[src/hdl/vip_bus_pkg.sv]
package vip_bus_pkg;

  //////////////////////////////////////////////////////////////////////////
  // Field widths of the reduced external bus
  //////////////////////////////////////////////////////////////////////////

  localparam int unsigned AddrWidth = 32;
  localparam int unsigned DataWidth = 32;

  // Wide enough for the default four slave ports
  localparam int unsigned PortIdxWidth = 2;

  //////////////////////////////////////////////////////////////////////////
  // Field types
  //////////////////////////////////////////////////////////////////////////

  // Request address
  typedef logic [AddrWidth-1:0] addr_t;

  // Write data on requests, read data on responses
  typedef logic [DataWidth-1:0] data_t;

  // Slave port index, also the prefix of a wide ID
  typedef logic [PortIdxWidth-1:0] port_idx_t;

endpackage

[src/hdl/vip_cfg_pkg.sv]
package vip_cfg_pkg;

  //////////////////////////////////////////////////////////////////////////
  // Default sizing of the bus funnel
  //////////////////////////////////////////////////////////////////////////

  // Slave ports feeding the round-robin mux
  localparam int unsigned DefNumPorts = 4;

  // ID width on every slave port and on the master port
  localparam int unsigned DefSlvIdWidth = 3;

  // Remap entries, one per distinct narrow ID
  localparam int unsigned DefMaxUniqIds = 4;

  // Outstanding transactions allowed per entry
  localparam int unsigned DefMaxTxnsPerId = 2;

  //////////////////////////////////////////////////////////////////////////
  // Remap table entry state
  //////////////////////////////////////////////////////////////////////////

  // An entry is busy while its counter is non-zero
  typedef enum logic {
    free = 1'b0,
    busy = 1'b1
  } remap_entry_state_e;

endpackage

[src/hdl/id_remap_table.sv]
`timescale 1ns/100ps

module id_remap_table #(
  parameter int unsigned NumPorts     = vip_cfg_pkg::DefNumPorts,
  parameter int unsigned SlvIdWidth   = vip_cfg_pkg::DefSlvIdWidth,
  parameter int unsigned MaxUniqIds   = vip_cfg_pkg::DefMaxUniqIds,
  parameter int unsigned MaxTxnsPerId = vip_cfg_pkg::DefMaxTxnsPerId,
  localparam int unsigned WideIdWidth = SlvIdWidth + $clog2(NumPorts)
) (
  input  logic                         periph_clk,
  input  logic                         rst_n_i,
  // Wide-ID request from the mux
  input  logic                         wide_req_valid_i,
  output logic                         wide_req_ready_o,
  input  vip_bus_pkg::addr_t           wide_req_addr_i,
  input  logic       [WideIdWidth-1:0] wide_req_id_i,
  input  logic                         wide_req_write_i,
  input  vip_bus_pkg::data_t           wide_req_wdata_i,
  // Wide-ID response to the mux
  output logic                         wide_rsp_valid_o,
  input  logic                         wide_rsp_ready_i,
  output logic       [WideIdWidth-1:0] wide_rsp_id_o,
  output vip_bus_pkg::data_t           wide_rsp_rdata_o,
  // Master request
  output logic                         mst_req_valid_o,
  input  logic                         mst_req_ready_i,
  output vip_bus_pkg::addr_t           mst_req_addr_o,
  output logic        [SlvIdWidth-1:0] mst_req_id_o,
  output logic                         mst_req_write_o,
  output vip_bus_pkg::data_t           mst_req_wdata_o,
  // Master response
  input  logic                         mst_rsp_valid_i,
  output logic                         mst_rsp_ready_o,
  input  logic        [SlvIdWidth-1:0] mst_rsp_id_i,
  input  vip_bus_pkg::data_t           mst_rsp_rdata_i
);

  import vip_bus_pkg::*;
  import vip_cfg_pkg::*;

  localparam int unsigned EntryIdxWidth = $clog2(MaxUniqIds);
  localparam int unsigned CntWidth      = $clog2(MaxTxnsPerId + 1);
  localparam logic [CntWidth-1:0] CntMax = CntWidth'(MaxTxnsPerId);

  // Table contents
  remap_entry_state_e       state_q   [MaxUniqIds];
  logic [WideIdWidth-1:0]   wide_id_q [MaxUniqIds];
  logic [CntWidth-1:0]      cnt_q     [MaxUniqIds];
  logic [CntWidth-1:0]      cnt_d     [MaxUniqIds];
  logic [MaxUniqIds-1:0]    entry_inc;
  logic [MaxUniqIds-1:0]    entry_dec;

  // Lookup results
  logic                     hit;
  logic [EntryIdxWidth-1:0] hit_idx;
  logic                     free_found;
  logic [EntryIdxWidth-1:0] free_idx;
  logic [EntryIdxWidth-1:0] sel_idx;
  logic                     entry_ok;
  logic [EntryIdxWidth-1:0] rsp_idx;
  logic                     req_fire;
  logic                     rsp_fire;

  // Output register
  logic                     out_valid_q;
  addr_t                    out_addr_q;
  logic [SlvIdWidth-1:0]    out_id_q;
  logic                     out_write_q;
  data_t                    out_wdata_q;

  ////////////////////////////////////////////////////////////////////////////
  // Lookup and allocation
  ////////////////////////////////////////////////////////////////////////////

  always_comb begin
    hit        = 1'b0;
    hit_idx    = '0;
    free_found = 1'b0;
    free_idx   = '0;
    for (int e = MaxUniqIds - 1; e >= 0; e--) begin
      if (state_q[e] == busy && wide_id_q[e] == wide_req_id_i) begin
        hit     = 1'b1;
        hit_idx = EntryIdxWidth'(e);
      end
      if (state_q[e] == free) begin  // Lowest free one wins
        free_found = 1'b1;
        free_idx   = EntryIdxWidth'(e);
      end
    end
  end

  assign sel_idx  = hit ? hit_idx : free_idx;
  assign entry_ok = hit ? (cnt_q[hit_idx] < CntMax) : free_found;

  // Stall on a full entry, a full table or a blocked output register
  assign wide_req_ready_o = entry_ok && (!out_valid_q || mst_req_ready_i);
  assign req_fire         = wide_req_valid_i && wide_req_ready_o;

  ////////////////////////////////////////////////////////////////////////////
  // Response translation
  ////////////////////////////////////////////////////////////////////////////

  assign rsp_idx          = mst_rsp_id_i[EntryIdxWidth-1:0];
  assign wide_rsp_valid_o = mst_rsp_valid_i;
  assign wide_rsp_id_o    = wide_id_q[rsp_idx];
  assign wide_rsp_rdata_o = mst_rsp_rdata_i;
  assign mst_rsp_ready_o  = wide_rsp_ready_i;
  assign rsp_fire         = mst_rsp_valid_i && wide_rsp_ready_i;

  ////////////////////////////////////////////////////////////////////////////
  // Entry bookkeeping
  ////////////////////////////////////////////////////////////////////////////

  always_comb begin
    for (int unsigned e = 0; e < MaxUniqIds; e++) begin
      entry_inc[e] = req_fire && (sel_idx == EntryIdxWidth'(e));
      entry_dec[e] = rsp_fire && (rsp_idx == EntryIdxWidth'(e));
      cnt_d[e]     = cnt_q[e] + CntWidth'(entry_inc[e]) - CntWidth'(entry_dec[e]);
    end
  end

  always_ff @(posedge periph_clk) begin
    if (!rst_n_i) begin
      for (int unsigned e = 0; e < MaxUniqIds; e++) begin
        state_q[e] <= free;
        cnt_q[e]   <= '0;
      end
    end else begin
      for (int unsigned e = 0; e < MaxUniqIds; e++) begin
        cnt_q[e]   <= cnt_d[e];
        state_q[e] <= (cnt_d[e] == '0) ? free : busy;  // Freed on last response
      end
    end
  end

  // Wide ID captured when an entry is taken
  always_ff @(posedge periph_clk) begin
    for (int unsigned e = 0; e < MaxUniqIds; e++) begin
      if (entry_inc[e] && state_q[e] == free) begin
        wide_id_q[e] <= wide_req_id_i;
      end
    end
  end

  ////////////////////////////////////////////////////////////////////////////
  // Master request register
  ////////////////////////////////////////////////////////////////////////////

  always_ff @(posedge periph_clk) begin
    if (!rst_n_i) begin
      out_valid_q <= 1'b0;
    end else if (req_fire) begin
      out_valid_q <= 1'b1;
    end else if (mst_req_ready_i) begin
      out_valid_q <= 1'b0;
    end
  end

  always_ff @(posedge periph_clk) begin
    if (req_fire) begin
      out_addr_q  <= wide_req_addr_i;
      out_id_q    <= SlvIdWidth'(sel_idx);  // Narrow ID is the entry number
      out_write_q <= wide_req_write_i;
      out_wdata_q <= wide_req_wdata_i;
    end
  end

  assign mst_req_valid_o = out_valid_q;
  assign mst_req_addr_o  = out_addr_q;
  assign mst_req_id_o    = out_id_q;
  assign mst_req_write_o = out_write_q;
  assign mst_req_wdata_o = out_wdata_q;

endmodule

[config.mk]
export PLATFORM = sky130hd
export DESIGN_NAME = id_remap_table
export DESIGN_NICKNAME = d
export VERILOG_FILES = /design/src/hdl/vip_bus_pkg.sv /design/src/hdl/vip_cfg_pkg.sv /design/src/hdl/id_remap_table.sv
export SDC_FILE = /design/constraint.sdc
export NUM_CORES = 1
export LEC_CHECK = 0
export BUFFER_PORTS_ARGS = -buffer_cell sky130_fd_sc_hd__buf_2
export CAP_MARGIN = 20
export CORE_MARGIN = 1
export CORE_UTILIZATION = 45
export DETAILED_ROUTE_END_ITERATION = 8
export PLACE_DENSITY = 0.78
export SYNTH_ARGS = -nofsm -noshare
export SYNTH_HDL_FRONTEND = slang
export SYNTH_SLANG_ARGS = --single-unit
[constraint.sdc]
create_clock -name periph_clk -period 4.3 [get_ports periph_clk]
set_input_delay 0.43 -clock periph_clk [delete_from_list [all_inputs] [get_ports periph_clk]]
set_output_delay 0.43 -clock periph_clk [all_outputs]
set_load 0.01 [all_outputs]
-- After elaboration in Yosys (flattened, before gate mapping)
Memories as Yosys holds them, arrays and structs flattened.
Cells that the tools add are included.
- multiplexer cells: 51
- add/sub/neg operators: 8
- bitwise gates (word level): 12
- reductions and logical operators: 31
- equal/unequal tests: 10
- order comparisons: 1
- operators by type and width (operator ; number):
    two-way mux 1 bit ; 32
    two-way mux 2 bit ; 16
    equality test 5 bit ; 4
    logical AND 1 bit ; 19
    two-way mux 5 bit ; 3
    OR reduction 5 bit ; 3
    logical NOT 2 bit ; 6
    adder 2 x 1 -> 2 bit ; 4
    equality test 2 bit (second input constant) ; 4
    OR 1 bit ; 8
    subtractor 2 x 1 -> 2 bit ; 4
    equality test 2 x 1 -> 1 bit (second input constant) ; 2
    NOT 1 bit ; 4
    less-than comparator 2 bit (second input constant) ; 1
    nonzero test 2 bit ; 1
    logical NOT 1 bit ; 1
    logical OR 1 bit ; 1
- RAM bits: 32
- register bits: 68
- logic and storage cells: 121
- memories kept: 3
- memories (name ; depth ; bits a word ; read ports ; clocked after Yosys merged registers in ; write ports ; RTL line ; RTL):
    wide_id_q ; 4 ; 5 ; 5 ; 0 ; 1 ; id_remap_table.sv:47 ; logic [WideIdWidth-1:0] wide_id_q [MaxUniqIds];
    cnt_q ; 4 ; 2 ; 5 ; 0 ; 4 ; id_remap_table.sv:48 ; logic [CntWidth-1:0] cnt_q [MaxUniqIds];
    state_q ; 4 ; 1 ; 4 ; 0 ; 4 ; id_remap_table.sv:46 ; remap_entry_state_e state_q [MaxUniqIds];

-- Longest topological paths before layout
An unclocked memory read counts as a cell.
- depth after elaboration: 20
- mapped depth: 12

-- Least setup slack after synthesis
Ideal clock, no wire load.
- path type: in2reg
- start: in wide_req_id_i[3]
- end: reg out_addr_q[0] (netlist: mst_req_addr_o[0]) (enable)
- slack: 812 ps
- data arrival time: 3067 ps
- library setup time: 421 ps
- cell stages on the path: 7
- data required time: 3879 ps
- cell sequence: xor2_1 nor4_2 nand3_2 mux2_4 a311o_1 buf_6 inv_1
- word-level cells in the longest chain between the ends: 11
- elaborated cells on any way between the ends: 21
- classes of those cells: 1 x order compare; 4 x eq/ne; 9 x mux; 6 x reduce/logical; 1 x memory
- ends and longest elaborated chain (what ; RTL line ; RTL):
    start, declared ; id_remap_table.sv:16 ; input logic [WideIdWidth-1:0] wide_req_id_i,
    equality test 5 bit ; id_remap_table.sv:81 ; if (state_q[e] == busy && wide_id_q[e] == wide_req_id_i) begin
    logical AND 1 bit ; id_remap_table.sv:81 ;
    two-way mux 2 bit (4 in a row) ; id_remap_table.sv:81 ;
    memory (4 x 2 bit) ; - ;
    less-than comparator 2 bit ; id_remap_table.sv:93 ; assign entry_ok = hit ? (cnt_q[hit_idx] < CntMax) : free_found;
    two-way mux 1 bit (*) ; id_remap_table.sv:93 ;
    logical AND 1 bit (*) ; id_remap_table.sv:96 ; assign wide_req_ready_o = entry_ok && (!out_valid_q || mst_req_ready_i);
    logical AND 1 bit (*) ; id_remap_table.sv:97 ; assign req_fire = wide_req_valid_i && wide_req_ready_o;
    net req_fire ; id_remap_table.sv:61 ; logic req_fire;
    end signal, assigned ; id_remap_table.sv:161 ; out_addr_q <= wide_req_addr_i;
    end, declared ; id_remap_table.sv:66 ; addr_t out_addr_q;
Mark *: on every way through the listed nets, which the timed path passes. The rest lies on a longest branch.
A chain may end at the register's enable or synchronous reset.

==> results.json <==
{
  "outcome": "finished clean",
  "coreArea_mm2": 0.00876,
  "dp.cells": 489,
  "hold_viol_final": 0,
  "port_buffers": 153,
  "grt_pass1_wl_um": 12300,
  "postPlaceCellArea_mm2": 0.00477,
  "setup_viol": 0,
  "p_int_uw": 1500,
  "grt_max_degree": 68,
  "vdd_drop_max_uv": 205,
  "power_frac_seq": 0.581,
  "fp.dieH_um": 97.6,
  "synth_cells": 263,
  "drt-total-wl_um": 8150,
  "grt_use_total": 0.170,
  "insertion_delay_ns": 0.36,
  "clock_power_share": 0.277,
  "num_vias": 2471,
  "combPwrFrac": 0.142,
  "endpoint_kind": "flop",
  "yosysSeqAreaShare": 0.699,
  "path_clk_slew_ns": 0.11,
  "fmax_ghz": 0.312,
  "setup_tns_ns": 0,
  "ctsRootBufferMaster": "clkbuf_8",
  "drive_gt1_frac": 0.476,
  "slew_viol_final": 0,
  "critPathBufInv": 0,
  "sw_frac_of_total": 0.267,
  "cts_buffers": 9,
  "skew_ns": 0.0135,
  "hold_class": "primary input to flop",
  "path_max_fanout": 9,
  "gp_congestion": 0.816,
  "die_w_um": 97.6,
  "yosys_register_bits": 100,
  "cp_cell_sequence": "xor2_1 > nor4_2 > a2111oi_0 > a211o_1 > a311o_1 > a2111oi_4 > ha_1 > xor2_1 > and2_1 > nor3_1 > or2_2",
  "min_period_over_period": 0.745,
  "p_leak_uw": 0.00212,
  "multi_input_area_um2": 908,
  "antenna_cells": 0,
  "maxSlewHeadroom": 0.396,
  "syn_area_per_cell_um2": 15.6,
  "grt_pass1_vias": 2440,
  "nets": 511,
  "cpPeakStageDelay_ns": 0.42,
  "critPathRequiredTime_ns": 4.56,
  "drc": 0,
  "viasPerCell": 4.89,
  "fin_area_mm2": 0.00496,
  "powerDensity_mw_per_mm2": 414,
  "synth_edf_count": 87,
  "critPathMostFrequentCell": "xor2_1",
  "worstPathArrival_ns": 3.46,
  "ys_types": 37,
  "dieArea_mm2": 0.00952,
  "cts_setup_buffers": 0,
  "switchingPower_uw": 548,
  "hold_buffers": 0,
  "cts_max_level": 3,
  "initial_core_util": 0.469,
  "routedWlPerCell_um": 16.1,
  "first_pass_iters": 5,
  "cts_resized": 0,
  "crit_family": "compound AO/OA/AOI/OAI gates",
  "grt.overflow.total": 0,
  "cts_tree": "done",
  "clock-sinks": 100,
  "worst_pin_slew_ns": 0.899,
  "antenna_found_initial": 0,
  "drt_iter0_drc": 66,
  "async_flop_share": 0,
  "dp_hpwl_um": 6260,
  "crit_slowest_cell": "edfxtp_1",
  "final_core_util": 0.566,
  "fin_cells": 505,
  "synth_area_mm2": 0.00411,
  "yosysWarnings": 0,
  "rows": 34,
  "rsz0062_at_grt": "no",
  "synth_nets": 382,
  "crit_type": "flop to flop",
  "startpoint_type": "flop",
  "fillers": 708,
  "seq_area_mm2": 0.00287,
  "maxCapViolations": 0,
  "cts_max_path_buffers": 2,
  "fin_crit_ns": 3.20,
  "ios": 220,
  "area_delta_synth_final_pct": 20.6,
  "postRouteAntennaNets": 0,
  "synth_flop_cell": "edfxtp_1"
}
## layout make-up
class / instances / area share
clock buffers: 9 / 0.0250
repair buffers: 156 / 0.161
well taps: 108 / 0.0273
clock inverters: 7 / 0.0139
inverters: 13 / 0.00984
flip-flops and latches: 100 / 0.579
multi-input cells: 112 / 0.183
## through the flow
step,setup slack [ns],total power [µW],hold slack [ns]
3_3_place_gp,0.926,1500,0.501
3_5_place_dp,0.891,1510,0.504
6_report,1.10,2050,0.235
4_1_cts,1.09,2080,0.212
5_1_grt,0.913,2140,0.203
2_1_floorplan,0.812,1410,0.483
## path summary, 6_finish.rpt
check | start | depth (start not counted) | end | slack (ns)
worst max register to register | wide_id_q[3][3] | 11 | state_q[0][3] | 1.10
worst max-delay path | wide_id_q[3][3] | 11 | state_q[0][3] | 1.10
worst min-delay path | wide_req_addr_i[29] | 1 | mst_req_addr_o[29] | 0.23
worst min register to register | cnt_q[2][1] | 2 | cnt_q[2][1] | 0.51
## layer usage
layer	global-route usage	wire (µm)	share of wire	vias to the layer above
met5	0	0	0	-
met4	0.0600	123	0.015	0
met3	0.0583	661	0.081	21
met2	0.309	4390	0.54	122
met1	0.183	2980	0.37	1157
li1	-	-	-	1171
## state kept, by name, indices dropped and copies added, names as in the netlist
register         count
mst_req_addr_o      32
mst_req_wdata_o     32
wide_id_q           20
cnt_q                8
state_q              4
mst_req_id_o         2
mst_req_valid_o      1
mst_req_write_o      1
## synth_stat cells, drive strengths merged (2+ instances only)
library cell	number	share of area
nand2b	2	0.0030
ha	8	0.024
clkbuf	2	0.0018
and2	9	0.014
or2	4	0.0061
a2111oi	2	0.0088
nor4	5	0.012
inv	13	0.012
nand2	5	0.0046
dfxtp	13	0.063
nand3	6	0.0085
xnor2	7	0.015
nor3	12	0.017
mux4	5	0.027
edfxtp	87	0.64
and3	4	0.0061
buf	36	0.067
xor2	17	0.036
nor2	11	0.010
o21ai	4	0.0049
## cells by family after synthesis
family	count (synthesis)	share of synthesized area
flip-flops	100	0.699
AND/OR/NAND/NOR	60	0.0855
buffers and inverters	51	0.0803
XOR/XNOR	24	0.0511
AO/OA/AOI/OAI	12	0.0256
adder cells (fa/ha/maj)	8	0.0243
multiplexers	7	0.0335
other	1	0.000912
## layout by cell type, fill, tap and decap left out, drive strengths merged
cell type,n
buf,156
edfxtp,87
xor2,17
inv,16
dfxtp,13
nor3,12
nor2,11
clkbuf,9
and2,9
ha,8
xnor2,7
nand3,6
nand2,5
mux4,5
nor4,5
and3,4
o21ai,4
or2,4
clkinv,4
nand2b,2
a2111oi,2
nand4,1
a211o,1
and4,1
mux2,1
a311o,1
a21oi,1
a21o,1
a21boi,1
mux2i,1
a41o,1
conb,1
## power groups by stage
stage,logic (µW),registers [µW],clock network (µW)
final,292,1190,569
after global routing,322,1200,620
after CTS,296,1190,588
after detailed placement,295,1210,0
after global placement,288,1210,0
after floorplan,175,1230,0
## worst reg2reg max path, delay by kind of cell, from the launching register on
| family | cells | cell delay, ns |
|---|---|---|
| xor gates and xnor gates | 2 | 0.35 |
| DFF | 1 | 0.42 |
| adders and majority gates | 1 | 0.21 |
| AOI/OAI and AO/OA | 4 | 1.31 |
| and+or+nand+nor | 4 | 0.83 |
Note: power is estimated with default switching activity, not from simulation.
